File: src/rtl/lsu_params.svh
// width, RAM base and RAM depth macros, included by every rtl and dv file that sizes against them
`ifndef LSU_PARAMS_SVH
`define LSU_PARAMS_SVH

// data and address width
`define LSU_XLEN 64

// byte address of RAM word 0
`define LSU_RAM_BASE 64'h0000_0000_8000_0000

// word index width, 256 words of 8 bytes
`define LSU_RAM_AW 8

`endif

File: src/rtl/lsu_pkg.sv
// enum types shared by the load/store unit and its testbench, imported where needed
package lsu_pkg;

  // decoded memory operation
  typedef enum logic [1:0] {
    op_load    = 2'd0,
    op_store   = 2'd1,
    op_illegal = 2'd2  // no memory access, flagged at done
  } mem_op_e;

  // access size, coded as log2 of the byte count
  typedef enum logic [1:0] {
    sz_byte  = 2'd0,
    sz_half  = 2'd1,
    sz_word  = 2'd2,
    sz_dword = 2'd3
  } size_e;

  // execute sequencer
  typedef enum logic [1:0] {
    st_idle   = 2'd0,
    st_first  = 2'd1,  // first (or only) word access
    st_second = 2'd2   // upper word of a split access
  } seq_state_e;

endpackage

File: src/rtl/lsu_execute.sv
// request register and word sequencer; splits a byte access into one or two word RAM cycles
`timescale 1ns/10ps
`include "lsu_params.svh"

module lsu_execute (
  input  logic                     clk,
  input  logic                     arst_n,
  input  logic                     instr_valid,
  input  lsu_pkg::mem_op_e         op,
  input  lsu_pkg::size_e           size,
  input  logic                     sign,
  input  logic [4:0]               rd,
  input  logic [`LSU_XLEN-1:0]     imm,
  input  logic [`LSU_XLEN-1:0]     rs1_val,
  input  logic [`LSU_XLEN-1:0]     rs2_val,
  output logic                     busy,
  output logic                     ram_en,
  output logic                     ram_we,
  output logic [`LSU_RAM_AW-1:0]   ram_addr,
  output logic [`LSU_XLEN-1:0]     ram_wdata,
  output logic [7:0]               ram_wmask,
  output logic                     word_first,
  output logic                     word_last,
  output logic [2:0]               byte_offset,
  output lsu_pkg::size_e           size_q,
  output logic                     sign_q,
  output logic                     is_load,
  output logic                     illegal,
  output logic [4:0]               rd_q
);
  import lsu_pkg::*;

  seq_state_e             state;
  mem_op_e                op_q;
  logic                   accept;
  logic [`LSU_XLEN-1:0]   addr_rel;
  logic [3:0]             nbytes;
  logic                   split_d;
  logic                   split_q;
  logic [`LSU_RAM_AW-1:0] word_q;
  logic [`LSU_XLEN-1:0]   wdata_q;
  logic [7:0]             size_mask;
  logic [127:0]           wdata_wide;
  logic [15:0]            wmask_wide;
  logic                   drain;  // mirrors done in lsu_result

  assign accept   = instr_valid && !busy;
  assign addr_rel = rs1_val + imm - `LSU_RAM_BASE;
  assign nbytes   = 4'd1 << size;
  // crosses a word boundary only if offset + size runs past byte 8
  assign split_d  = ({1'b0, addr_rel[2:0]} + nbytes) > 4'd8;

  always_ff @(posedge clk or negedge arst_n) begin
    if (!arst_n) begin
      state      <= st_idle;
      busy       <= 1'b0;
      op_q       <= op_illegal;
      word_first <= 1'b0;
      word_last  <= 1'b0;
      drain      <= 1'b0;
    end else begin
      word_first <= (state == st_first);
      word_last  <= (state == st_first && !split_q) || (state == st_second);
      drain      <= word_last;
      case (state)
        st_idle:   if (accept) state <= st_first;
        st_first:  state <= split_q ? st_second : st_idle;
        st_second: state <= st_idle;
        default:   state <= st_idle;
      endcase
      if (accept) begin
        busy <= 1'b1;
        op_q <= op;
      end else if (drain) begin
        busy <= 1'b0;  // drops at the end of the done cycle
      end
    end
  end

  always_ff @(posedge clk) begin
    if (accept) begin
      word_q      <= addr_rel[`LSU_RAM_AW+2:3];  // wraps modulo RAM size
      byte_offset <= addr_rel[2:0];
      split_q     <= split_d && (op != op_illegal);
      size_q      <= size;
      sign_q      <= sign;
      rd_q        <= rd;
      wdata_q     <= rs2_val;
    end
  end

  always_comb begin
    case (size_q)
      sz_byte: size_mask = 8'h01;
      sz_half: size_mask = 8'h03;
      sz_word: size_mask = 8'h0f;
      default: size_mask = 8'hff;
    endcase
  end

  // store data and lanes placed in a 16-byte window, low half to the first word
  assign wdata_wide = {64'd0, wdata_q} << {byte_offset, 3'b000};
  assign wmask_wide = {8'd0, size_mask} << byte_offset;

  assign ram_en    = (state == st_first && op_q != op_illegal) || (state == st_second);
  assign ram_we    = ram_en && (op_q == op_store);
  assign ram_addr  = (state == st_second) ? word_q + `LSU_RAM_AW'(1) : word_q;
  assign ram_wdata = (state == st_second) ? wdata_wide[127:64] : wdata_wide[63:0];
  assign ram_wmask = (state == st_second) ? wmask_wide[15:8] : wmask_wide[7:0];

  assign is_load = (op_q == op_load);
  assign illegal = (op_q == op_illegal);

endmodule

File: config.mk
export PLATFORM = sky130hd
export DESIGN_NAME = lsu_execute
export DESIGN_NICKNAME = d
export VERILOG_FILES = /design/src/rtl/lsu_pkg.sv /design/src/rtl/lsu_execute.sv
export VERILOG_INCLUDE_DIRS = /design/src /design/src/rtl
export SDC_FILE = /design/constraint.sdc
export NUM_CORES = 1
export LEC_CHECK = 0
export CAP_MARGIN = 20
export CORE_AREA = 2 2 118 120
export CTS_CLUSTER_DIAMETER = 120
export DETAILED_ROUTE_END_ITERATION = 10
export DIE_AREA = 0 0 120 122
export DONT_BUFFER_PORTS = 1
export PLACE_DENSITY_LB_ADDON = 0.1
export SLEW_MARGIN = 20
export SYNTH_ARGS = -nofsm -noshare
export SYNTH_HDL_FRONTEND = slang
export SYNTH_SLANG_ARGS = --single-unit
File: constraint.sdc
create_clock -name clk -period 2.6 [get_ports clk]
set_input_delay 0.13 -clock clk [delete_from_list [all_inputs] [get_ports clk]]
set_output_delay 0.13 -clock clk [all_outputs]
set_load 0.01 [all_outputs]
==> flow_summary_export.csv <==
group,metric,value,unit
worst_setup_path,data_arrival_critical_path,2350,ps
worst_setup_path,path_cells,"nand2b_1, nor2_1, buf_4, nand2_1, o21ai_1, a22o_1",
flow_run,cap_viol_max_count,0,
sta,report.final.setup_viol,0,
sta,finalHoldViolations,0,
synth,avgSynthCellArea,10.16,um^2
placement,dpl.hpwl,12530,um
outcome,outcome,"completed",
global_route,antenna_found_initial,0,
synth,post_synth_instance_area,0.005977,mm^2
clocking,tritoncts_num_sinks,92,
worst_setup_path,timing.critical_path.fanout_max,12,
worst_setup_path,worst_path_largest_cell_delay,480,ps
clocking,cts.clk_slew.worst_paths,70,ps
floorplanning,start_util,44.26,%
worst_setup_path,worst_path_dominant_cell_family,"simple AND/OR/NAND/NOR gates",
floorplanning,die_h,122,um
synth,synth_ff_type,"sky130_fd_sc_hd__edfxtp_1",
global_route,via_count_of_the_first_global_routing_pass,4843,
clocking,worstSkewPairLatency,360,ps
global_route,grt_usage,24.02,%
synth,ys_top_cells_by_count,"sky130_fd_sc_hd__edfxtp_1 (84), sky130_fd_sc_hd__nor2_1 (66), sky130_fd_sc_hd__nand2_1 (61)",
clocking,cts_tree,"yes",
floorplanning,io_pins,303,
detailed_routing,finalWirelength,17860,um
synth,yosysTopAreaCell,"sky130_fd_sc_hd__edfxtp_1",
final_layout,final_core_utilization,54.20,%
synth,synth.ff_latch_count,92,
power,power_density,428.7,mW/mm^2
floorplanning,die_area,0.01464,mm^2
floorplanning,dieWidth,120,um
final_layout,final_design_area_no_fill,0.007320,mm^2
final_layout,final-instance-count-excl-fill,852,
synth,most_frequent_cell_after_synthesis,"sky130_fd_sc_hd__edfxtp_1",
final_layout,diodes,0,
floorplanning,core_area,0.01350,mm^2
final_layout,num-fill-cells,1198,
worst_setup_path,worst-endpoint-required,2470,ps
global_route,use_met2,37.71,%
synth,yosysUniqueCellTypes,49,
detailed_routing,detailedRoute.firstPassIterationCount,5,
worst_setup_path,critical_path.endpoint_type,"output pin",
detailed_routing,via_per_inst,5.925,
global_route,grt_util_met3,7.163,%
clocking,clock-root-buffer,"sky130_fd_sc_hd__clkbuf_16",
worst_setup_path,critical_path.startpoint_type,"flip-flop",
synth,synth_top_cell_area_share,42.20,%
detailed_routing,number_of_vias_after_detailed_routing,5048,
worst_setup_path,worst_r2r_startpoint,"busy",
detailed_routing,detail_route.wl_per_cell,20.96,um
sta,finClkSkew,9.847,ps
synth,synth.area.top_cells,"sky130_fd_sc_hd__edfxtp_1 (42%), sky130_fd_sc_hd__mux2i_1 (5.4%), sky130_fd_sc_hd__mux2_2 (4.9%)",
placement,placedCellCount,761,
global_route,grt_max_degree,51,
sta,max_freq,402.6,MHz
synth,mappedNetlistNets,809,
worst_setup_path,worst_path_max_delay_cell,"sky130_fd_sc_hd__nor2_1",
min_path,hp-class,"input port to flip-flop",
detailed_routing,drc,0,
sta,worstMarginPinSlew,950.4,ps
sta,timing.max_slew.rel_slack,36.41,%
sta,max_slew_violations,0,
detailed_routing,route.antenna.remaining_nets,0,
clocking,cts-buffers-inserted,9,
detailed_routing,first_iter_violations,396,
worst_setup_path,timing_worst_setup_path_type,"flip-flop to output pin",
sta,worst_case_hold_slack,21.82,ps
global_route,grt.overflow.total,0,
synth,ys.warnings.count,0,
sta,final_min_period_over_clock_period,95.52,%
global_route,grt_first_pass_wirelength,26880,um
global_route,use_met1,31.16,%
placement,place_area,0.006269,mm^2
sta,setup-tns-final,0,ps
final_layout,final_layout_size_suffix_gt1_share,13.24,%
power,total_leakage_power,2.760,nW
sta,unrepaired_setup_endpoints_after_global_routing,"yes",
floorplanning,std_cell_rows,43,
sta,timing.final.crit_period,2484,ps
placement,portBuffers,0,
clocking,cts-htree-levels,3,
power,vdd_ir_drop_max,0.4271,mV
placement,gpl.final_weighted_congestion,0.8559,
min_path,min_from,"rs1_val[0]",
clocking,clk_path_buf_depth,2,
synth,synth_enable_flop_cells,84,
synth,asyncSetResetFlopFracSynth,8.696,%
final_layout,fin_nets,888,
worst_setup_path,critical_path_buf_inv_count,1,
final_layout,area_delta_synth_final,22.46,%
worst_setup_path,worst_setup_path_startpoint,"state[0]",
global_route,top_usage_layer,"met2",
synth,postSynthCellCount,588,
synth,yosysSeqAreaShare,45.57,%
clocking,postCtsSetupRepairBufs,0,
[power breakdown]
| part | switching [mW] | total [mW] | internal [mW] |
|---|---|---|---|
| Clock | 0.611 | 1.28 | 0.671 |
| Combinational | 0.0925 | 0.234 | 0.142 |
| Sequential | 0 | 1.62 | 1.62 |
[worst reg2reg max path, delay by kind of cell (launching register included)]
| family | cells | cell delay [ps] |
|---|---|---|
| DFF | 1 | 420 |
| buffers and inverters | 3 | 720 |
| and+or+nand+nor | 1 | 170 |
[registers in the layout, summed over array words and instances, names as in the netlist]
name,cells
state,2
size_q,2
word_q,8
split_q,1
byte_offset,3
op_q,2
word_first,1
rd_q,5
busy,1
word_last,1
wdata_q,64
drain,1
sign_q,1
[metal layers]
layer / vias to the layer above / wire (um)
li1: 2366 / -
met1: 2378 / 7761
met2: 265 / 8029
met3: 39 / 1599
met4: 0 / 465
met5: - / 0
[cell type report]
cell class	count	area (um^2)	area share [%]
inverters	9	37.54	0.5128
flip-flops and latches	92	2724	37.21
well taps	180	225.2	3.077
clock buffers	9	225.2	3.077
repair buffers	111	1050	14.34
clock inverters	7	65.06	0.8889
multi-input cells	444	2993	40.89
[per-stage QoR]
| step | setup slack, ps | total power, mW |
|---|---|---|
| after CTS | 47.17 | 3.171 |
| after floorplan | 344.5 | 1.769 |
| after detailed placement | 439.8 | 1.791 |
| after global placement | 457.7 | 1.787 |
| final | 116.4 | 3.138 |
| after global routing | -11.39 | 3.243 |
[path summary, 6_finish.rpt]
kind	slack, ps	cells after the start	to
setup / recovery	120	6	ram_wdata[13]
hold / removal	20	1	byte_offset[0]
setup reg to reg	860	4	wdata_q[30]
hold reg to reg	450	1	busy
max in group asynchronous	2180	1	op_q[1]
min in group asynchronous	110	1	drain
[repair_timing]
item	CTS	global route
endpoints found under the hold margin	82	0
hold buffers	75	0
resized for setup	0	3
endpoints found under the setup margin	0	15
[cell usage in the layout, fill, tap and decap left out, types with 5 or more instances in the layout]
cell / Yosys / layout
sky130_fd_sc_hd__edfxtp_1: 84 / 84
sky130_fd_sc_hd__dlygate4sd3_1: 0 / 75
sky130_fd_sc_hd__nor2_1: 66 / 66
sky130_fd_sc_hd__nand2_1: 61 / 61
sky130_fd_sc_hd__a21oi_1: 54 / 54
sky130_fd_sc_hd__o21ai_0: 36 / 35
sky130_fd_sc_hd__buf_4: 4 / 33
sky130_fd_sc_hd__mux2i_1: 32 / 32
sky130_fd_sc_hd__a22o_1: 31 / 31
sky130_fd_sc_hd__mux2_2: 26 / 26
sky130_fd_sc_hd__o2bb2ai_1: 18 / 18
sky130_fd_sc_hd__xnor2_1: 15 / 15
sky130_fd_sc_hd__ha_1: 14 / 14
sky130_fd_sc_hd__o22ai_1: 12 / 12
sky130_fd_sc_hd__a22oi_1: 9 / 9
sky130_fd_sc_hd__clkbuf_16: 0 / 9
sky130_fd_sc_hd__nand3_1: 8 / 8
sky130_fd_sc_hd__mux2_1: 8 / 8
sky130_fd_sc_hd__a221o_1: 8 / 8
sky130_fd_sc_hd__dfrtp_1: 7 / 7
sky130_fd_sc_hd__inv_1: 7 / 6
sky130_fd_sc_hd__nor2b_1: 6 / 5
[cell families after synthesis]
group                      share of synthesized area, %
AOI/OAI and AO/OA                                 20.35
and+or+nand+nor                                   11.43
DFF                                               45.57
muxes                                             11.76
buffers and inverters                             4.501
xor gates and xnor gates                          2.784
adders and majority gates                         3.601
Power figures use the tool's default switching activity.
