<file path="config.mk">
export PLATFORM = sky130hd
export DESIGN_NAME = lsu_decode
export DESIGN_NICKNAME = d
export VERILOG_FILES = /design/src/rtl/lsu_pkg.sv /design/src/rtl/lsu_decode.sv
export VERILOG_INCLUDE_DIRS = /design/src /design/src/rtl
export SDC_FILE = /design/constraint.sdc
export NUM_CORES = 1
export LEC_CHECK = 0
export ABC_AREA = 0
export BUFFER_PORTS_ARGS = -buffer_cell sky130_fd_sc_hd__buf_2
export CAP_MARGIN = 5
export CORE_MARGIN = 2
export CORE_UTILIZATION = 26
export DETAILED_ROUTE_END_ITERATION = 8
export PLACE_DENSITY = 0.82
export SYNTH_ARGS = -nofsm -noshare
export SYNTH_HDL_FRONTEND = slang
export SYNTH_SLANG_ARGS = --single-unit
</file>
<file path="constraint.sdc">
create_clock -name vclk -period 1
set_input_delay 0.2 -clock vclk [all_inputs]
set_output_delay 0.2 -clock vclk [all_outputs]
set_load 0.02 [all_outputs]
</file>
<file path="src/rtl/lsu_params.svh">
// width, RAM base and RAM depth macros, included by every rtl and dv file that sizes against them
`ifndef LSU_PARAMS_SVH
`define LSU_PARAMS_SVH

// data and address width
`define LSU_XLEN 64

// byte address of RAM word 0
`define LSU_RAM_BASE 64'h0000_0000_8000_0000

// word index width, 256 words of 8 bytes
`define LSU_RAM_AW 8

`endif

</file>
<file path="src/rtl/lsu_pkg.sv">
// enum types shared by the load/store unit and its testbench, imported where needed
package lsu_pkg;

  // decoded memory operation
  typedef enum logic [1:0] {
    op_load    = 2'd0,
    op_store   = 2'd1,
    op_illegal = 2'd2  // no memory access, flagged at done
  } mem_op_e;

  // access size, coded as log2 of the byte count
  typedef enum logic [1:0] {
    sz_byte  = 2'd0,
    sz_half  = 2'd1,
    sz_word  = 2'd2,
    sz_dword = 2'd3
  } size_e;

  // execute sequencer
  typedef enum logic [1:0] {
    st_idle   = 2'd0,
    st_first  = 2'd1,  // first (or only) word access
    st_second = 2'd2   // upper word of a split access
  } seq_state_e;

endpackage

</file>
<file path="src/rtl/lsu_decode.sv">
// combinational RV64 load/store decoder feeding the execute stage of the load/store unit
`timescale 1ns/10ps
`include "lsu_params.svh"

module lsu_decode (
  input  logic [31:0]           instr,
  output lsu_pkg::mem_op_e      op,
  output lsu_pkg::size_e        size,
  output logic                  sign,
  output logic [4:0]            rd,
  output logic [`LSU_XLEN-1:0]  imm
);
  import lsu_pkg::*;

  localparam logic [6:0] OPC_LOAD  = 7'b0000011;
  localparam logic [6:0] OPC_STORE = 7'b0100011;

  logic [6:0] opcode;
  logic [2:0] funct3;

  assign opcode = instr[6:0];
  assign funct3 = instr[14:12];

  always_comb begin
    op = op_illegal;
    if (opcode == OPC_LOAD) begin
      case (funct3)
        3'b000,                  // lb
        3'b001,                  // lh
        3'b010,                  // lw
        3'b011,                  // ld
        3'b100,                  // lbu
        3'b101,                  // lhu
        3'b110: op = op_load;    // lwu
        default: op = op_illegal;
      endcase
    end else if (opcode == OPC_STORE) begin
      case (funct3)
        3'b000,                  // sb
        3'b001,                  // sh
        3'b010,                  // sw
        3'b011: op = op_store;   // sd
        default: op = op_illegal;
      endcase
    end
  end

  // funct3[1:0] is log2 of the byte count for both loads and stores
  assign size = size_e'(funct3[1:0]);
  assign sign = !funct3[2];  // lbu/lhu/lwu zero extend
  assign rd   = instr[11:7];

  always_comb begin
    if (opcode == OPC_STORE) begin
      // s-type
      imm = {{52{instr[31]}}, instr[31:25], instr[11:7]};
    end else begin
      // i-type
      imm = {{52{instr[31]}}, instr[31:20]};
    end
  end

endmodule

</file>
==> results by group, run 1 <==
Global route
  – Congestion Overflow GR: 0
  – GRT Util Overall: 0.06539
  – Initial antenna violation count: 0
  – Vias in the first global route: 302
  – Largest net degree at the start of global routing: 54
  – Global-route wire length before repair: ~1400 microns

Setup path
  – Crit path max-delay family: multiplexers
  – Nature of the critical path endpoint: primary output
  – Crit path DAT: around 1100 ps
  – Crit path buf inv count: 2
  – Critical path launch point type: input pin
  – Crit path to: imm[3]
  – Kind of critical path: input pin to primary output
  – Cell with the largest stage delay on the worst path: mux2_4
  – CP Depth: 5
  – CP most frequent cell: buf_6
  – Critical Path Source: instr[4]
  – CP max FO: 6
  – CP peak stage delay: between 300 and 400 ps
  – Crit-path cells: buf_6 > nor2_4 > nand4_4 > mux2_4 > buf_6
  – Crit path required time: about 800 ps

Yosys
  – Main combinational cell family by area after synthesis: buffers and inverters
  – Synth top area share: 0.7765
  – Synth area leader: buf_4
  – Most frequent cell after synthesis: buf_4
  – XOR/XNOR Fraction of Synth Area: 0
  – Area share of fa/ha/maj cells after synthesis: 0
  – Post-Synth Simple-Gate Area: 0.07843
  – Synth top area cells: buf_4 (78%), mux2_4 (12%), nand4_4 (3.3%)
  – Post-Synthesis Cells: a little under 80
  – Post-synthesis mux area share: 0.1176
  – Post-synthesis compound-gate area fraction: 0.02157
  – Cell Area, Synth: ~640 sq um
  – Top cells by instance count after synthesis: buf_4 (66), mux2_4 (5)
  – Mapped Nets: 111
  – Distinct cells, synth: 10
  – Avg Inst Size Synth: around 8 sq um
  – Yosys warns: 0
  – Register area share after synthesis: 0

Routing
  – DR vias: about 310
  – Initial drt markers: 2
  – Routed vias/inst: ~3.8
  – DR DRC count: 0
  – TritonRoute pass-1 iters: 4
  – Wire per inst: roughly 14 microns
  – ANT nets after route: 0
  – Final wirelength: 1156 microns

Timing
  – RSZ-0062 raised after global routing: yes
  – Setup-failing EPs final: 7
  – Setup ws final: -285.9 ps
  – Final slew viol count: 0
  – Worst hold slack: around 400 ps
  – Final Critical Period: 1286 ps
  – Slew margin rel.: 0.8820
  – Tcrit/Tclk final: 1.286
  – Final Hold Viols: 0
  – Fmax: between 700 and 800 MHz
  – Slew @ Worst Pin: roughly 180 ps

Power and ir drop
  – Static leakage: between 0.2 and 0.3 nW
  – Pwr Density: between 400 and 500 nW/um^2
  – Pwr Total: about 0.00021 W
  – Max rail drop VDD: 0.1226 mV

Die
  – Num ports: ~110
  – Die boundary height: 53.54 microns
  – Die Width: around 54 microns
  – Core ar.: roughly 2300 sq um
  – Die area: between 2000 and 3000 sq um
  – Initial Utilization: 0.2804
  – FP Rows: 17

Final layout
  – Seq_cells: 0
  – # diodes: 0
  – Final Instance Area: 518.0 sq um
  – Final #Nets: 89
  – Post-Layout Cell Count: between 80 and 90
  – Register area: 0 sq um
  – Final-layout clock buffer total: 0
  – Synth-to-layout area growth: -18.82%
  – Share of cells above drive strength 1: 0.9636

Run
  – Max Cap Viol: 0

Hold path
  – HP Class: input pin to primary output

Placed design
  – I/O Buffers: 35
  – RePlAce Congestion: 0.4241
  – Pre-CTS WS: -341.4 ps
  – Post-DP HPWL: slightly above 800 microns
  – # placed instances: 79
  – Cell Area, Placed: 381.6 sq um

Clocking
  – CTS hold repair buffers: 0

Outcome
  – Status: finished with violations
  – Failing checks: negative setup slack
==> what timing repair did <==
item / CTS / global route
buffers inserted: 6 / 1
pin swaps: 4 / 3
setup endpoints to repair: 7 / 7
gates resized for setup: 20 / 6
==> layout make-up <==
class / instances / area [sq um]
Fill cell: 242 / 1758
Multi-Input combinational cell: 12 / 166.4
Timing Repair Buffer: 42 / 312.8
Inverter: 1 / 3.754
Tap cell: 28 / 35.03
==> worst min-delay path by stage <==
| stage | startpoint | end | slack [ps] | cells after the start |
|---|---|---|---|---|
| after floorplan | instr[14] | op[0] | 480 | 1 |
| after global placement | instr[26] | imm[6] | 400 | 0 |
| after detailed placement | instr[26] | imm[6] | 400 | 0 |
| after CTS | instr[26] | imm[6] | 400 | 0 |
| after global routing | instr[29] | imm[9] | 400 | 0 |
| final | instr[25] | imm[5] | 400 | 0 |
==> kinds of logic (layout without fill, tap and decap cells) <==
logic type / count (synthesis) / after routing
mux: 5 / 5
compound gates: 2 / 2
buf+inv: 67 / 43
simple gates: 5 / 5
==> per-stage QoR <==
step                utilization  setup TNS (ps)
CTS                      0.2188           -1779
global placement         0.1677           -1711
floorplan                     -          -234.0
detailed placement       0.1677           -1838
global route             0.2276           -2076
finish                   0.2276           -1740
==> routing by layer <==
| layer | global-route usage | vias to the layer above | part of all wire |
|---|---|---|---|
| met4 | 0.004274 | 0 | 0.0043 |
| li1 | - | 134 | - |
| met1 | 0.02500 | 133 | 0.20 |
| met3 | 0.03611 | 2 | 0.24 |
| met5 | 0 | - | 0 |
| met2 | 0.1728 | 45 | 0.55 |
==> cells in the final DEF (no fill, tap or decap) <==
cell type  Yosys  routed
nor2_1         1       1
buf_2          0      22
mux2_4         5       5
nand4_4        1       1
buf_4         66       6
and2_4         0       1
nor2_4         1       2
buf_6          0      14
a21oi_2        0       1
o2111ai_4      0       1
inv_1          1       1
==> where the power goes <==
| part | switching, W | internal [W] | leakage (nW) |
|---|---|---|---|
| Sequential | 0 | 0 | 0 |
| Clock | 0 | 0 | 0 |
| Combinational | 0.0000973 | 0.000115 | 0.274 |
| Total | 0.0000973 | 0.000115 | 0.274 |
Note: power is estimated with default switching activity, not from simulation.
==> inputs of run 2 (changes only) <==
--- a/config.mk
+++ b/config.mk
@@ -12,6 +12,7 @@
 export CORE_MARGIN = 2
 export CORE_UTILIZATION = 26
 export DETAILED_ROUTE_END_ITERATION = 8
+export MAX_ROUTING_LAYER = met4
 export PLACE_DENSITY = 0.82
 export SYNTH_ARGS = -nofsm -noshare
 export SYNTH_HDL_FRONTEND = slang
==> run 2 against run 1 <==
Against the previous run:
- critical endpoint unchanged
- first-iteration DRC count grew 100%
- global-route usage increased by 0.19 points
- the run still ends with negative setup slack left
- utilization unchanged
- routed wire length grew 1.5%
- largest power group unchanged
- count of clock-buffer cells in the layout unchanged
- non-clock buffer count did not move
- final area unchanged
- via count is 0.96% higher
- power is essentially flat
- hold slack unchanged
- combinational power is essentially flat
==> results by group, run 2 (synthesis results as in run 1) <==
Outcome
  – Status: finished with violations
  – Failing checks: negative setup slack

Placed design
  – Post-DP HPWL: 828.6 microns (unchanged)
  – # placed instances: 79 (unchanged)
  – RePlAce Congestion: 0.4301 (+1.4%)
  – I/O Buffers: 35 (unchanged)
  – Cell Area, Placed: 381.6 sq um (unchanged)

Global route
  – Global-route wire length before repair: 1359 microns (unchanged)
  – Vias in the first global route: 302 (unchanged)
  – Congestion Overflow GR: 0 (unchanged)
  – Initial antenna violation count: 0 (unchanged)
  – GRT Util Overall: 0.06726 (+0.001868)
  – Largest net degree at the start of global routing: 54 (unchanged)

Die
  – Initial Utilization: 0.2804 (unchanged)
  – Die Width: 53.54 microns (unchanged)
  – Die boundary height: 53.54 microns (unchanged)
  – Num ports: 106 (unchanged)
  – Die area: 2867 sq um (unchanged)
  – FP Rows: 17 (unchanged)
  – Core ar.: 2276 sq um (unchanged)

Routing
  – DR WL met3: 275 microns (+0.36%)
  – DR DRC count: 0 (unchanged)
  – Initial drt markers: 4 (+2)
  – Final wirelength: 1173 microns (+1.5%)
  – DR vias: 317 (+0.96%)
  – TritonRoute pass-1 iters: 4 (unchanged)
  – Wire per inst: 14.13 microns (+1.5%)
  – Routed vias/inst: 3.819 (+0.96%)
  – Top routing layer in use: met4
  – Met2 Wirelength: 642 microns (+0.31%)
  – ANT nets after route: 0 (unchanged)
  – DRT met1 WL: 249 microns (+5.5%)

Setup path
  – Crit path DAT: 1090 ps (about the same)
  – Critical path launch point type: input pin
  – Crit path required time: 800 ps (about the same)
  – Crit-path cells: buf_6 > nor2_4 > nand4_4 > mux2_4 > buf_6
  – Cell with the largest stage delay on the worst path: mux2_4
  – Nature of the critical path endpoint: primary output
  – CP most frequent cell: buf_6
  – CP peak stage delay: 350 ps (about the same)
  – CP max FO: 6 (unchanged)
  – Kind of critical path: input pin to primary output

Power and ir drop
  – Static leakage: 0.2741 nW (unchanged)
  – Max rail drop VDD: 0.1226 mV (about the same)
  – Pwr Total: 0.0002125 W (about the same)
  – Pwr Density: 410.2 nW/um^2 (about the same)

Timing
  – Final Hold Viols: 0 (unchanged)
  – Tcrit/Tclk final: 1.285 (about the same)
  – Setup ws final: -285.3 ps (+0.6320 ps)
  – RSZ-0062 raised after global routing: yes
  – Slew @ Worst Pin: 183.8 ps (+6.834 ps)
  – Fmax: 778.0 MHz (about the same)
  – Final Critical Period: 1285 ps (-0.6320 ps)
  – Setup-failing EPs final: 7 (unchanged)
  – Final slew viol count: 0 (unchanged)
  – Post-route setup TNS: -1744 ps (-4.020 ps)
  – Slew margin rel.: 0.8774 (-0.004558)

Final layout
  – Seq_cells: 0 (unchanged)
  – Register area: 0 sq um (unchanged)
  – Synth-to-layout area growth: -18.82% (unchanged)
  – Fill count: 242 (unchanged)
  – Commonest non-fill, non-tap cell in the layout: buf_2
  – Most frequent cells in the layout: buf_2 (22), buf_6 (14), buf_4 (6), mux2_4 (5), nor2_4 (2)
  – Final core occ: 0.2276 (unchanged)
  – Final Instance Area: 518.0 sq um (unchanged)
  – Final #Nets: 89 (unchanged)
  – Area of the multi-input gates: 166.4 sq um (unchanged)
  – Final-layout clock buffer total: 0 (unchanged)
  – Share of cells above drive strength 1: 0.9636 (unchanged)
  – Post-Layout Cell Count: 83 (unchanged)
  – # diodes: 0 (unchanged)

Run
  – Max Cap Viol: 0 (unchanged)

Hold path
  – HP Class: input pin to primary output

Clocking
  – CTS hold repair buffers: 0 (unchanged)
==> run 2: cell counts in the layout (fill, tap and decap cells not counted) <==
Identical to the previous run, type by type.
==> run 2: routing by layer <==
| layer | vias up | GRT usage |
|---|---|---|
| met3 | 2 | 0.03611 |
| met5 | - | - |
| met1 | 134 | 0.02500 |
| met2 | 47 | 0.1728 |
| met4 | 0 | 0.004274 |
| li1 | 134 | - |
==> run 2: critical path: cells and delay by family <==
kind,cells,cell delay (ps)
multiplexers,1,350
AND/OR/NAND/NOR,2,310
buffers and inverters,2,220
==> run 2: per-stage QoR <==
stage                     setup slack, ps  hold slack (ps)
final                              -285.3            400.0
after global routing               -335.6            400.0
after CTS                          -279.6            400.1
after detailed placement           -341.4            400.1
after global placement             -324.2            400.1
after floorplan                    -45.24            479.8
==> run 2: final timing paths <==
kind / startpoint / to / slack, ps / cells after the start
worst min-delay path: instr[25] / imm[5] / 400 / 0
worst max-delay path: instr[4] / imm[3] / -290 / 5
==> run 2: layout make-up <==
class	count	area share
Timing Repair Buffer	42	0.6039
Multi-Input combinational cell	12	0.3213
Tap cell	28	0.06763
Inverter	1	0.007246
==> run 2: power by group <==
group,switching (W),leakage [nW],internal (W)
clock,0,0,0
sequential,0,0,0
combinational,0.0000972,0.274,0.000115
==> run 2: repair_timing <==
| action | in CTS | in global routing |
|---|---|---|
| hold endpoints to repair | 0 | 0 |
| buffers inserted | 6 | 1 |
| setup endpoints to repair | 7 | 7 |
| gates resized for setup | 20 | 6 |
| pin swaps | 4 | 3 |
==> inputs of run 3 (changes only) <==
==> constraint.sdc (replaced) <==
create_clock -name vclk -period 1
set_input_delay 0.2 -clock vclk [all_inputs]
set_output_delay 0.2 -clock vclk [all_outputs]
set_load 0.005 [all_outputs]
==> run 3 against run 2 <==
Against the previous run:
- the flow still finishes with violations (negative setup slack)
- power down 21%
- fmax up 0.96%
- hold slack about the same
- final cell count down 3.6%
- die area unchanged
- first-iteration DRC count down 50%
- utilization down 1.9 points
- via count down 0.32%
- count of clock-buffer cells in the layout unchanged
- critical path type unchanged
==> results by group, run 3 (synthesis results as in run 1) <==
Final layout
  – # diodes: 0 (unchanged)
  – Share of cells above drive strength 1: 0.9615 (-0.002098)
  – Seq_cells: 0 (unchanged)
  – Fill count: 237 (-2.1%)
  – Register area: 0 sq um (unchanged)
  – Synth-to-layout area growth: -25.49%
  – Final #Nets: 86 (-3.4%)
  – Commonest non-fill, non-tap cell in the layout: buf_2
  – Most frequent cells in the layout: buf_2 (24), buf_6 (13), mux2_4 (5), nor2_4 (2), buf_4 (2)
  – Final-layout clock buffer total: 0 (unchanged)

Hold path
  – Worst hold stages: 0 (unchanged)
  – WHS Endpoint: imm[5]
  – HP Class: input pin to primary output
  – Worst Hold Launch: instr[25]

Die
  – Die Width: 53.54 microns (unchanged)
  – Core ar.: 2276 sq um (unchanged)
  – Initial Utilization: 0.2804 (unchanged)
  – FP Rows: 17 (unchanged)
  – Num ports: 106 (unchanged)
  – Die boundary height: 53.54 microns (unchanged)
  – Die area: 2867 sq um (unchanged)

Placed design
  – Post-DP HPWL: 838 microns (+1.1%)
  – RePlAce Congestion: 0.4319 (+0.42%)
  – I/O Buffers: 35 (unchanged)

Setup path
  – Kind of critical path: input pin to primary output
  – CP max FO: 6 (unchanged)
  – Crit path required time: 800 ps (about the same)
  – Critical path launch point type: input pin
  – Crit path DAT: 1070 ps (-20 ps)
  – Nature of the critical path endpoint: primary output

Timing
  – Post-route setup TNS: -1365 ps (+379.0 ps)
  – RSZ-0062 raised after global routing: yes
  – Final Hold Viols: 0 (unchanged)
  – Final slew viol count: 0 (unchanged)
  – Fmax: 785.5 MHz (+0.96%)
  – Setup-failing EPs final: 6 (-1)
  – Slew @ Worst Pin: 173.2 ps (-10.55 ps)
  – Final Critical Period: 1273 ps (-12.18 ps)
  – Tcrit/Tclk final: 1.273 (-0.01218)
  – Slew margin rel.: 0.8843 (+0.006861)
  – Setup ws final: -273.1 ps (+12.19 ps)

Power and ir drop
  – Pwr Total: 0.0001687 W (-21%)
  – Logic pwr share: 1.000 (about the same)
  – Internal power: 0.0001079 W (-6.4%)
  – Max rail drop VDD: 0.1143 mV (-6.8%)
  – Switching pwr: 0.00006079 W (-37%)
  – Static leakage: 0.2562 nW (-6.5%)
  – Clk pwr share: 0 (unchanged)
  – Pwr Density: 354.7 nW/um^2 (-14%)
  – Switching Share: 0.3604 (-0.09709)
  – Seq pwr share: 0 (unchanged)

Global route
  – Vias in the first global route: 289 (-4.3%)
  – Initial antenna violation count: 0 (unchanged)
  – Congestion Overflow GR: 0 (unchanged)
  – Global-route wire length before repair: 1269 microns (-6.6%)
  – Largest net degree at the start of global routing: 54 (unchanged)
  – GRT Util Overall: 0.06369 (-0.003571)

Routing
  – ANT nets after route: 0 (unchanged)
  – DR DRC count: 0 (unchanged)
  – DR vias: 316 (-0.32%)
  – Wire per inst: 14.85 microns (+5.1%)
  – TritonRoute pass-1 iters: 4 (unchanged)
  – Final wirelength: 1188 microns (+1.3%)
  – Initial drt markers: 2 (-2)
  – Routed vias/inst: 3.950 (+3.4%)

Run
  – Max Cap Viol: 0 (unchanged)

Outcome
  – Status: finished with violations
  – Failing checks: negative setup slack

Clocking
  – CTS hold repair buffers: 0 (unchanged)
[run 3: changes by cell type in the layout (fill, tap and decap cells not counted)]
cell,previous run,this run
buf_6,14,13
buf_2,22,24
buf_4,6,2
o2111ai_4,1,0
o2111ai_2,0,1
[run 3: routing by layer]
layer	GRT usage	vias to the layer above	wire length (microns)
li1	-	127	-
met1	0.02167	138	242
met2	0.1687	49	662
met3	0.03056	2	278
met4	0.004274	0	5
met5	-	-	0
[run 3: final cells by class]
class	instances	area (sq um)	area share
Multi-Input combinational cell	12	155.1	0.3263
Timing Repair Buffer	39	281.5	0.5921
Inverter	1	3.754	0.007895
Tap cell	28	35.03	0.07368
[run 3: power groups by stage]
stage	Sequential, W	Clock (W)	Combinational, W
3_5_place_dp	0	0	0.000126
6_report	0	0	0.000169
5_1_grt	0	0	0.000178
3_3_place_gp	0	0	0.000125
2_1_floorplan	0	0	0.000249
4_1_cts	0	0	0.000152
[run 3: stage by stage]
stage	hold slack [ps]	cell area [sq um]	setup slack (ps)	cells	util
global placement	400.0	381.6	-291.0	79	0.1677
floorplan	431.1	644.4	-9.212	79	-
CTS	400.0	440.4	-271.7	81	0.1935
global route	400.0	475.5	-311.1	80	0.2089
detailed placement	400.0	381.6	-304.7	79	0.1677
finish	400.0	475.5	-273.1	80	0.2089
[run 3: worst max-delay path by stage]
stage                        start  cells past startpoint      to
after floorplan           instr[4]                      3  imm[0]
after global placement    instr[4]                      5  imm[3]
after detailed placement  instr[4]                      5  imm[3]
after CTS                 instr[2]                      5  imm[3]
after global routing      instr[4]                      5  imm[3]
final                     instr[4]                      5  imm[3]
[run 3: what timing repair did]
action                     in CTS  in global routing
buffers inserted                2                  1
resized for setup               7                 10
pin swaps                       4                  4
setup endpoints to repair       7                  7
[run 3: critical path, cell delays in order]
cell and delay (ps):
buf_6 100, nor2_4 120, nand4_4 180, mux2_4 350
buf_6 120
