**src/rtl/lsu_params.svh**
```systemverilog
// width, RAM base and RAM depth macros, included by every rtl and dv file that sizes against them
`ifndef LSU_PARAMS_SVH
`define LSU_PARAMS_SVH

// data and address width
`define LSU_XLEN 64

// byte address of RAM word 0
`define LSU_RAM_BASE 64'h0000_0000_8000_0000

// word index width, 256 words of 8 bytes
`define LSU_RAM_AW 8

`endif

```
**src/rtl/lsu_pkg.sv**
```systemverilog
// enum types shared by the load/store unit and its testbench, imported where needed
package lsu_pkg;

  // decoded memory operation
  typedef enum logic [1:0] {
    op_load    = 2'd0,
    op_store   = 2'd1,
    op_illegal = 2'd2  // no memory access, flagged at done
  } mem_op_e;

  // access size, coded as log2 of the byte count
  typedef enum logic [1:0] {
    sz_byte  = 2'd0,
    sz_half  = 2'd1,
    sz_word  = 2'd2,
    sz_dword = 2'd3
  } size_e;

  // execute sequencer
  typedef enum logic [1:0] {
    st_idle   = 2'd0,
    st_first  = 2'd1,  // first (or only) word access
    st_second = 2'd2   // upper word of a split access
  } seq_state_e;

endpackage

```
**src/rtl/lsu_result.sv**
```systemverilog
// load result path; joins split words, aligns and extends the value, and raises done
`timescale 1ns/10ps
`include "lsu_params.svh"

module lsu_result (
  input  logic                   clk,
  input  logic                   arst_n,
  input  logic                   word_first,
  input  logic                   word_last,
  input  logic [`LSU_XLEN-1:0]   ram_rdata,
  input  logic [2:0]             byte_offset,
  input  lsu_pkg::size_e         size_q,
  input  logic                   sign_q,
  input  logic                   is_load,
  input  logic                   illegal,
  input  logic [4:0]             rd_q,
  output logic                   done,
  output logic [`LSU_XLEN-1:0]   load_data,
  output logic [4:0]             rd,
  output logic                   rd_we,
  output logic                   illegal_o
);
  import lsu_pkg::*;

  logic [`LSU_XLEN-1:0] first_word;
  logic [127:0]         merged;
  logic [127:0]         aligned;
  logic [`LSU_XLEN-1:0] shifted;
  logic [`LSU_XLEN-1:0] value;

  always_ff @(posedge clk) begin
    if (word_first) first_word <= ram_rdata;  // lower word of a split access
  end

  // single access sees both strobes at once, so the live word is the low half
  assign merged  = {ram_rdata, word_first ? ram_rdata : first_word};
  assign aligned = merged >> {byte_offset, 3'b000};
  assign shifted = aligned[63:0];

  always_comb begin
    case (size_q)
      sz_byte: value = {{56{sign_q & shifted[7]}}, shifted[7:0]};
      sz_half: value = {{48{sign_q & shifted[15]}}, shifted[15:0]};
      sz_word: value = {{32{sign_q & shifted[31]}}, shifted[31:0]};
      default: value = shifted;
    endcase
  end

  always_ff @(posedge clk or negedge arst_n) begin
    if (!arst_n) begin
      done      <= 1'b0;
      load_data <= '0;
      rd        <= '0;
      rd_we     <= 1'b0;
      illegal_o <= 1'b0;
    end else begin
      done <= word_last;
      if (word_last) begin
        load_data <= is_load ? value : '0;
        rd        <= rd_q;
        rd_we     <= is_load && (rd_q != 5'd0);  // x0 never written
        illegal_o <= illegal;
      end
    end
  end

endmodule

```
**config.mk**
```make
export PLATFORM = sky130hd
export DESIGN_NAME = lsu_result
export DESIGN_NICKNAME = d
export VERILOG_FILES = /design/src/rtl/lsu_pkg.sv /design/src/rtl/lsu_result.sv
export VERILOG_INCLUDE_DIRS = /design/src /design/src/rtl
export SDC_FILE = /design/constraint.sdc
export NUM_CORES = 1
export LEC_CHECK = 0
export BUFFER_PORTS_ARGS = -buffer_cell sky130_fd_sc_hd__buf_2
export CAP_MARGIN = 25
export CORE_MARGIN = 1.5
export CORE_UTILIZATION = 45
export CTS_BUF_LIST = sky130_fd_sc_hd__clkbuf_8
export DETAILED_ROUTE_END_ITERATION = 6
export PLACE_DENSITY = 0.66
export SYNTH_ARGS = -nofsm -noshare
export SYNTH_HDL_FRONTEND = slang
export SYNTH_SLANG_ARGS = --single-unit
export TNS_END_PERCENT = 5
```
**constraint.sdc**
```tcl
create_clock -name clk -period 2.7 [get_ports clk]
set_input_delay 0.135 -clock clk [delete_from_list [all_inputs] [get_ports clk]]
set_output_delay 0.135 -clock clk [all_outputs]
set_load 0.005 [all_outputs]
```
==> results.py, run 1 <==
metrics = {
    "logic_synthesis": {
        "synth_cell_type_count": 50,
        "synth.top_cells.by_area": "sky130_fd_sc_hd__dfrtp_1 (20%), sky130_fd_sc_hd__mux4_2 (16%), sky130_fd_sc_hd__dfxtp_1 (14%), sky130_fd_sc_hd__mux2_2 (10%), sky130_fd_sc_hd__mux2i_1 (9.0%)",
        "yosys_register_bits": 136,
        "largest_area_contributor_in_the_netlist": "sky130_fd_sc_hd__dfrtp_1",
        "synth_nets": 877,
        "synth.cell_area_um2": 8900,
        "synth.avg_cell_area_um2": 11.2,
        "ys_async_sr_fraction_pct": 52.9,
        "ys_seq_area_share_pct": 34.7,
        "syn-instance-count": 796,
        "synth.most_common_cell": "sky130_fd_sc_hd__mux2_2",
        "most_frequent_cells_after_synthesis": "sky130_fd_sc_hd__mux2_2 (82), sky130_fd_sc_hd__mux2i_1 (80), sky130_fd_sc_hd__dfrtp_1 (72)",
        "synth-edff-count": 0,
        "synthFlopType": "sky130_fd_sc_hd__dfrtp_1",
        "warnings_synthesis": 0,
        "yosys.area.top_type_share_pct": 20.3,
    },
    "setup_path": {
        "crit_required_ns": 3.02,
        "worst-setup-path-type": "primary input to flop",
        "crit_path_cell_trace": "dlygate4sd3_1, buf_2, mux2_2, mux2_2, a21oi_1, o221ai_1, o21ai_4, buf_12, a22oi_1",
        "type_of_origin_of_the_critical_path": "primary input",
        "critPathMaxFanout": 31,
        "critical_path.n_buffers_inverters": 3,
        "timing.critical_path.slowest_cell_delay_ns": 0.53,
        "crit_slowest_cell": "sky130_fd_sc_hd__dlygate4sd3_1",
        "critical_path.endpoint_type": "flop",
        "worstPathArrival_ns": 2.55,
        "cpLargestDelayFamily": "buffers and inverters",
        "critPathMostFrequentCell": "sky130_fd_sc_hd__mux2_2",
    },
    "global_routing": {
        "track_usage_pct": 26.0,
        "grt_pass1_vias": 6928,
        "grt_first_pass_wirelength_um": 40500,
        "grt-ovfl-total": 0,
        "initial_antenna_violation_count": 3,
        "grt_max_degree": 73,
    },
    "layout": {
        "final_net_count": 1055,
        "seqCellArea_um2": 3080,
        "multiInputGateArea_um2": 5390,
        "nFillCells": 1720,
        "flow.area_growth_from_synthesis_pct": 22.1,
        "post_route_cells_drive_above_1_share_pct": 40.1,
    },
    "timing": {
        "setup_viol": 0,
        "timing.final.hold_violations": 0,
        "fin_setup_tns_ns": 0,
        "clock-skew-final_ns": 0.0129,
        "grt_setup_unrepaired": "no",
        "finalCriticalPeriod_ns": 2.23,
        "slew_violations": 0,
        "min_period_over_period_pct": 82.5,
        "max_slew.worst_pin.slew_ns": 0.906,
        "timing.final.ws_setup_ns": 0.472,
        "worst_slew_margin_rel_pct": 39.6,
        "max_freq_ghz": 0.449,
    },
    "outcome": {
        "status": "finished clean",
    },
    "cts": {
        "cts_max_path_buffers": 2,
        "post_cts_hold_buffer_count": 47,
        "cts.repair.resized": 0,
        "cts_tree": "done",
        "cts_root_buffer": "sky130_fd_sc_hd__clkbuf_8",
        "cts.sinks": 136,
        "h-tree-depth": 4,
        "post_cts_setup_buffers": 0,
        "tritoncts.num_buffers": 17,
        "worst_skew_late_latency_ns": 0.45,
        "cts.reportedPaths.clkPinSlew_ns": 0.08,
    },
    "route": {
        "routed_wl_um": 26200,
        "number_of_iterations_in_the_first_detailed_routing_pass": 5,
        "drcViolationCount": 0,
        "routed_wirelength_normalized_by_instance_count_um": 20.8,
        "vias": 7420,
        "vias_per_std_cell": 5.91,
        "drtIter0Drc": 609,
        "drt.antenna.violating_nets": 0,
    },
    "die": {
        "dieArea_um2": 20600,
        "initial_util_pct": 45.9,
        "ios": 153,
        "die_width_um": 144,
        "die_h_um": 144,
        "area_of_the_core_um2": 19400,
        "rows": 51,
    },
    "place": {
        "detailedPlace.worstSlack_ns": 0.431,
        "place_hpwl_um": 18900,
        "port_buffers": 152,
        "gp_routability_congestion": 0.915,
    },
    "power": {
        "leakage_uw": 0.00475,
        "maximum_ir_drop_on_the_vdd_rail_mv": 0.317,
        "power_density_nw_per_um2": 530,
    },
    "job": {
        "number_of_max_capacitance_violations_reported": 0,
    },
    "hold_path": {
        "min-delay-path-class": "primary input to flop",
    },
}
[routing by layer]
metal,global-route usage [%],up-vias,wire [um]
met1,39.2,3645,12200
met3,5.76,32,2360
met4,7.36,0,473
met2,37.1,335,11200
met5,0,-,0
li1,-,3408,-
[stage by stage]
stage	area (um^2)	instances	power, uW	util, %	hold WS, ns
finish	10900	1255	5760	56.0	0.00860
global route	10900	1254	6020	56.0	0.000421
CTS	10900	1252	5770	56.0	0.0000867
detailed placement	9960	1173	3860	51.3	0.377
global placement	9960	1173	3840	51.3	0.371
floorplan	8900	796	3330	-	-0.161
[power breakdown]
part	switching, uW	total, uW	internal [uW]
clock network	841	1860	1020
logic	778	1530	748
registers	134	2370	2230
[registers in the layout (all words and copies together) (netlist names)]
register / flops
illegal_o: 1
rd: 5
done: 1
load_data: 64
rd_we: 1
first_word: 64
[cells by family (layout without fill, tap and decap cells)]
group,count (synthesis),in the layout,share of synthesized area [%]
simple gates,156,156,7.72
flops,136,136,34.7
other cells,0,3,0
mux,228,228,35.7
buf+inv,92,283,4.75
compound gates,184,184,17.1
[final timing paths]
check	startpoint	endpoint	slack [ns]	cells after the start
max in group asynchronous	arst_n	load_data[3]$_DFFE_PN0P_	1.68	3
min reg2reg	first_word[4]$_DFF_P_	first_word[4]$_DFF_P_	0.48	1
min	ram_rdata[41]	first_word[41]$_DFF_P_	0.009	2
max reg2reg	first_word[55]$_DFF_P_	load_data[40]$_DFFE_PN0P_	0.49	7
max	ram_rdata[63]	load_data[40]$_DFFE_PN0P_	0.47	9
min in group asynchronous	arst_n	done$_DFF_PN0_	0.42	3
[placed cells by master, fill, tap and decap left out, drive strengths merged, types with 9 or more instances in the layout]
master	synthesis	final
a211oi	25	25
a21oi	40	40
a22oi	16	16
buf	36	185
clkbuf	37	18
dfrtp	72	72
dfxtp	64	64
dlygate4sd3	0	47
inv	19	23
mux2	85	85
mux2i	80	80
mux4	63	63
nand2	44	44
nand2b	9	9
nand3	12	12
nor2	69	69
o21ai	11	11
o2bb2ai	24	24
[cell type report]
class / count / share of cell area (%)
inverter: 19 / 0.656
clock inverter: 14 / 1.68
sequential: 136 / 28.4
clock buffer: 18 / 2.28
antenna: 3 / 0.0691
tap: 265 / 3.05
timing repair buffer: 232 / 14.3
multi-input combinational: 568 / 49.6
Note: power is estimated with default switching activity, not from simulation.
==> inputs of run 2 (changes only) <==
--- a/config.mk
+++ b/config.mk
@@ -6,6 +6,7 @@
 export SDC_FILE = /design/constraint.sdc
 export NUM_CORES = 1
 export LEC_CHECK = 0
+export ABC_AREA = 1
 export BUFFER_PORTS_ARGS = -buffer_cell sky130_fd_sc_hd__buf_2
 export CAP_MARGIN = 25
 export CORE_MARGIN = 1.5
==> constraint.sdc (replaced) <==
create_clock -name clk -period 2.06 [get_ports clk]
set_input_delay 0.103 -clock clk [delete_from_list [all_inputs] [get_ports clk]]
set_output_delay 0.103 -clock clk [all_outputs]
set_load 0.005 [all_outputs]
==> results.py, run 2 <==
metrics = {
    "power": {
        "maximum_ir_drop_on_the_vdd_rail_mv": 0.393,
        "leakage_uw": 0.00602,
        "power_uw": 7150,
        "power_density_nw_per_um2": 657,
    },
    "logic_synthesis": {
        "yosys.area.top_type_share_pct": 27.4,
        "synth_nets": 1476,
        "ys_seq_area_share_pct": 34.6,
        "synth_cell_type_count": 32,
        "synth.most_common_cell": "sky130_fd_sc_hd__nand2_1",
        "largest_area_contributor_in_the_netlist": "sky130_fd_sc_hd__nand2_1",
        "syn-instance-count": 1395,
        "synth.top_cells.by_area": "sky130_fd_sc_hd__nand2_1 (27%), sky130_fd_sc_hd__dfrtp_1 (20%), sky130_fd_sc_hd__dfxtp_1 (14%), sky130_fd_sc_hd__nand3_1 (14%), sky130_fd_sc_hd__o211ai_1 (3.9%)",
        "synth.cell_area_um2": 8900,
        "synth.avg_cell_area_um2": 6.38,
        "most_frequent_cells_after_synthesis": "sky130_fd_sc_hd__nand2_1 (650), sky130_fd_sc_hd__nand3_1 (248), sky130_fd_sc_hd__dfrtp_1 (72)",
        "yosys_register_bits": 136,
        "synthFlopType": "sky130_fd_sc_hd__dfrtp_1",
        "warnings_synthesis": 0,
        "synth-edff-count": 0,
        "ys_async_sr_fraction_pct": 52.9,
    },
    "timing": {
        "max_slew.worst_pin.slew_ns": 0.626,
        "clock-skew-final_ns": 0.0112,
        "holdWs_ns": 0.0232,
        "finalCriticalPeriod_ns": 1.64,
        "slew_violations": 0,
        "worst_slew_margin_rel_pct": 58.3,
        "grt_setup_unrepaired": "no",
        "fin_setup_tns_ns": 0,
        "timing.final.hold_violations": 0,
        "setup_viol": 0,
        "min_period_over_period_pct": 79.4,
        "max_freq_ghz": 0.611,
    },
    "cts": {
        "cts_tree": "done",
        "tritoncts.num_buffers": 17,
        "cts.sinks": 136,
        "cts_max_path_buffers": 2,
        "h-tree-depth": 4,
        "worst_skew_late_latency_ns": 0.46,
        "cts.repair.resized": 0,
        "cts_root_buffer": "sky130_fd_sc_hd__clkbuf_8",
        "cts.reportedPaths.clkPinSlew_ns": 0.08,
    },
    "die": {
        "dieArea_um2": 20600,
        "die_width_um": 144,
        "area_of_the_core_um2": 19500,
        "ios": 153,
        "rows": 51,
        "initial_util_pct": 45.8,
        "die_h_um": 144,
    },
    "setup_path": {
        "worst_r2r_path_cells": 9,
        "critPathMaxFanout": 27,
        "type_of_origin_of_the_critical_path": "primary input",
        "regToRegSetupSlack_ns": 0.51,
        "worstPathArrival_ns": 2.03,
        "worstReg2RegEnd": "load_data[42]$_DFFE_PN0P_",
        "crit_required_ns": 2.45,
        "worst-setup-path-type": "primary input to flop",
        "r2r_start": "first_word[47]$_DFF_P_",
        "critical_path.endpoint_type": "flop",
    },
    "route": {
        "vias": 9922,
        "drt.antenna.violating_nets": 0,
        "drcViolationCount": 0,
        "routed_wl_um": 31200,
        "vias_per_std_cell": 5.37,
        "routed_wirelength_normalized_by_instance_count_um": 16.9,
        "number_of_iterations_in_the_first_detailed_routing_pass": 5,
        "drtIter0Drc": 988,
    },
    "hold_path": {
        "worst_hold_path.num_cells": 3,
        "min-delay-path-class": "primary input to flop",
        "worstHoldEndpoint": "first_word[26]$_DFF_P_",
        "hold_start": "ram_rdata[26]",
    },
    "layout": {
        "flow.area_growth_from_synthesis_pct": 22.2,
        "mostFrequentLayoutCell": "sky130_fd_sc_hd__nand2_1",
        "final_net_count": 1651,
        "antenna_cells_inserted": 0,
        "largestRegisters": "first_word: 64 flops, load_data: 64 flops, rd: 5 flops",
        "post_route_cells_drive_above_1_share_pct": 17.3,
        "post-route-cell-area_um2": 10900,
        "layout_common_cells": "sky130_fd_sc_hd__nand2_1 (650), sky130_fd_sc_hd__nand3_1 (248), sky130_fd_sc_hd__buf_2 (151)",
    },
    "global_routing": {
        "initial_antenna_violation_count": 0,
        "grt-ovfl-total": 0,
        "track_usage_pct": 31.0,
        "grt_max_degree": 90,
        "grt_pass1_vias": 9018,
        "grt_first_pass_wirelength_um": 48700,
    },
    "place": {
        "place_hpwl_um": 22900,
        "place_area_um2": 9990,
        "gp_routability_congestion": 0.943,
        "port_buffers": 152,
    },
    "outcome": {
        "status": "finished clean",
    },
    "job": {
        "number_of_max_capacitance_violations_reported": 0,
    },
}
-- run 2: layer usage --
metal	share of wire [%]	track usage (%)	up-vias
li1	-	-	4866
met4	2.8	10.8	0
met3	9.1	5.70	59
met1	44	42.7	4508
met5	0	0	-
met2	44	48.8	489
-- run 2: critical path: stages --
cell and delay, ns:
sky130_fd_sc_hd__dlygate4sd3_1 0.52, sky130_fd_sc_hd__buf_2 0.17, sky130_fd_sc_hd__nand2_1 0.17, sky130_fd_sc_hd__inv_2 0.47, sky130_fd_sc_hd__buf_4 0.28, sky130_fd_sc_hd__nand2_1 0.09
sky130_fd_sc_hd__o21bai_1 0.16, sky130_fd_sc_hd__nand2_1 0.06
-- run 2: kinds of logic after synthesis --
| kind of cell | after synthesis | synth area share [%] |
|---|---|---|
| AO/OA/AOI/OAI | 136 | 9.92 |
| flip-flops | 136 | 34.6 |
| buffers and inverters | 165 | 9.60 |
| AND/OR/NAND/NOR | 958 | 45.9 |
-- run 2: stage by stage --
| stage | std cells | utilization, % | setup WS [ns] |
|---|---|---|---|
| floorplan | 1395 | - | 0.692 |
| global placement | 1767 | 51.4 | 0.265 |
| detailed placement | 1767 | 51.4 | 0.232 |
| CTS | 1848 | 55.9 | 0.447 |
| global route | 1848 | 55.9 | 0.356 |
| finish | 1848 | 55.9 | 0.424 |
-- run 2: final cells by class --
type / count / area (um^2)
clock buffer: 17 / 234
clock inverter: 15 / 159
fill: 1948 / 8580
inverter: 65 / 249
multi-input combinational: 1094 / 4970
sequential: 136 / 3080
tap: 265 / 332
timing repair buffer: 256 / 1850
-- run 2: worst max-delay path by stage --
stage / startpoint / to / slack (ns) / cells past startpoint
after floorplan: word_first / load_data[25]$_DFFE_PN0P_ / 0.69 / 14
after global placement: byte_offset[1] / load_data[25]$_DFFE_PN0P_ / 0.27 / 10
after detailed placement: byte_offset[1] / load_data[25]$_DFFE_PN0P_ / 0.23 / 10
after CTS: word_last / load_data[36]$_DFFE_PN0P_ / 0.45 / 8
after global routing: word_last / load_data[36]$_DFFE_PN0P_ / 0.36 / 8
final: word_last / load_data[36]$_DFFE_PN0P_ / 0.42 / 8
-- run 2: repair_timing --
item                                    in CTS  in global routing
hold endpoints to repair                    73                  0
hold buffers                                49                  0
buffers inserted                             0                  0
endpoints found under the setup margin       0                  0
-- run 2: power by group --
part           internal [uW]  switching, uW
Combinational            731           1170
Sequential              2900            110
Clock                   1000           1240
==> inputs of run 3 (changes only) <==
==> constraint.sdc (replaced) <==
create_clock -name clk -period 1.6 [get_ports clk]
set_input_delay 0.08 -clock clk [delete_from_list [all_inputs] [get_ports clk]]
set_output_delay 0.08 -clock clk [all_outputs]
set_load 0.005 [all_outputs]
==> results.py, run 3 (synthesized netlist as in run 2, its figures left out) <==
metrics = {
    "setup_path": {
        "type_of_origin_of_the_critical_path": "primary input",
        "worst-setup-path-type": "primary input to flop",
        "critPathMaxFanout": 9,
        "r2r_start": "first_word[63]$_DFF_P_",
        "worstReg2RegEnd": "load_data[56]$_DFFE_PN0P_",
        "regToRegSetupSlack_ns": 0.14,
        "crit_required_ns": 1.95,
        "worstPathArrival_ns": 1.88,
        "worst_r2r_path_cells": 9,
        "critical_path.endpoint_type": "flop",
    },
    "cts": {
        "cts.reportedPaths.clkPinSlew_ns": 0.09,
        "cts.sinks": 136,
        "worst_skew_late_latency_ns": 0.47,
        "cts_tree": "done",
        "tritoncts.num_buffers": 17,
        "cts_max_path_buffers": 2,
        "cts_root_buffer": "sky130_fd_sc_hd__clkbuf_8",
        "h-tree-depth": 4,
    },
    "timing": {
        "clock-skew-final_ns": 0.0157,
        "max_freq_ghz": 0.656,
        "setup_viol": 0,
        "finalCriticalPeriod_ns": 1.53,
        "timing.final.hold_violations": 0,
        "min_period_over_period_pct": 95.3,
        "slew_violations": 0,
        "timing.final.ws_setup_ns": 0.0745,
        "worst_slew_margin_rel_pct": 72.6,
        "holdWs_ns": 0.0182,
        "max_slew.worst_pin.slew_ns": 0.411,
    },
    "global_routing": {
        "grt_pass1_vias": 9430,
        "met1_usage_pct": 43.1,
        "grt_first_pass_wirelength_um": 50500,
        "track_usage_pct": 32.1,
        "grt-ovfl-total": 0,
        "initial_antenna_violation_count": 1,
        "gr-usage-met2_pct": 50.5,
        "grt_max_degree": 56,
        "global_route.peak_usage_layer": "met2",
        "grt_use_met3_pct": 6.23,
    },
    "layout": {
        "multiInputGateArea_um2": 4980,
        "seqCellArea_um2": 3080,
        "finalCoreUtilization_pct": 60.1,
        "layout_common_cells": "sky130_fd_sc_hd__nand2_1 (650), sky130_fd_sc_hd__nand3_1 (247), sky130_fd_sc_hd__buf_2 (151)",
        "final_net_count": 1742,
        "antenna_cells_inserted": 0,
        "post_route_cells_drive_above_1_share_pct": 21.9,
        "largestRegisters": "first_word: 64 flops, load_data: 64 flops, rd: 5 flops",
        "finalNonFillerCells": 1939,
        "mostFrequentLayoutCell": "sky130_fd_sc_hd__nand2_1",
        "flow.area_growth_from_synthesis_pct": 31.4,
        "nFillCells": 1870,
    },
    "job": {
        "number_of_max_capacitance_violations_reported": 0,
    },
    "hold_path": {
        "worstHoldEndpoint": "first_word[13]$_DFF_P_",
        "hold_start": "ram_rdata[13]",
        "min-delay-path-class": "primary input to flop",
        "worst_hold_path.num_cells": 4,
    },
    "die": {
        "die_h_um": 144,
        "area_of_the_core_um2": 19500,
        "die_width_um": 144,
        "dieArea_um2": 20600,
        "initial_util_pct": 45.8,
        "ios": 153,
        "rows": 51,
    },
    "outcome": {
        "status": "finished clean",
    },
    "route": {
        "drtIter0Drc": 983,
        "drcViolationCount": 0,
        "drt.antenna.violating_nets": 0,
        "routed_wirelength_normalized_by_instance_count_um": 16.6,
        "number_of_iterations_in_the_first_detailed_routing_pass": 7,
        "vias": 10280,
        "routed_wl_um": 32200,
        "vias_per_std_cell": 5.30,
    },
    "power": {
        "leakage_uw": 0.00649,
        "power_density_nw_per_um2": 807,
        "maximum_ir_drop_on_the_vdd_rail_mv": 0.503,
    },
    "place": {
        "place_hpwl_um": 24200,
        "port_buffers": 152,
        "detailedPlace.worstSlack_ns": -0.107,
        "gp_routability_congestion": 0.933,
        "numPlacedInstances": 1859,
    },
}
run 3: area by class of cell:
| class | instances | share of cell area, % |
|---|---|---|
| multi-input cells | 1094 | 42.6 |
| flip-flops and latches | 136 | 26.3 |
| repair buffers | 347 | 22.8 |
| well taps | 265 | 2.83 |
| inverters | 65 | 2.13 |
| clock buffers | 18 | 2.12 |
| clock inverters | 14 | 1.17 |
run 3: where the power goes:
group          internal, uW  switching (uW)  total, uW
clock network          1300            1550       2850
registers              3730             141       3870
logic                  1150            1570       2720
run 3: per-stage QoR:
step                total power [uW]  instance area (um^2)  setup TNS (ns)
floorplan                       5360                  8900               0
global placement                6500                 10800          -0.196
detailed placement              6520                 10800          -0.224
CTS                             9450                 11700               0
global route                    9970                 11700        -0.00650
finish                          9450                 11700               0
run 3: worst max-delay path, stage by stage:
cell,delay (ns)
sky130_fd_sc_hd__dlygate4sd3_1,0.53
sky130_fd_sc_hd__buf_2,0.14
sky130_fd_sc_hd__nand2_1,0.10
sky130_fd_sc_hd__buf_4,0.12
sky130_fd_sc_hd__nand3_2,0.08
sky130_fd_sc_hd__nand3_2,0.10
sky130_fd_sc_hd__nand3_2,0.11
sky130_fd_sc_hd__nand3_4,0.10
sky130_fd_sc_hd__buf_4,0.20
sky130_fd_sc_hd__nand4_1,0.11
sky130_fd_sc_hd__nand2_1,0.13
sky130_fd_sc_hd__nand2_1,0.07
run 3: how the worst max path moves through the flow:
stage	slack (ns)	to	start
finish	0.07	load_data[31]$_DFFE_PN0P_	ram_rdata[39]
global route	-0.005	load_data[44]$_DFFE_PN0P_	first_word[63]$_DFF_P_
CTS	0.1	load_data[60]$_DFFE_PN0P_	ram_rdata[39]
detailed placement	-0.11	load_data[25]$_DFFE_PN0P_	byte_offset[0]
global placement	-0.11	load_data[25]$_DFFE_PN0P_	byte_offset[0]
floorplan	0.26	load_data[25]$_DFFE_PN0P_	word_first
run 3: per-layer routing:
| metal | share of wire, % | wire length, um | vias up |
|---|---|---|---|
| met1 | 44 | 14000 | 4679 |
| met4 | 3.4 | 1080 | 2 |
| met5 | 0.040 | 13 | - |
| li1 | - | - | 5056 |
| met3 | 8.4 | 2700 | 73 |
| met2 | 45 | 14400 | 470 |
run 3: what timing repair did:
item / in CTS / in global routing
hold buffers: 48 / 0
buffers inserted: 0 / 0
setup endpoints to repair: 0 / 6
gates resized for setup: 0 / 5
hold endpoints to repair: 120 / 0
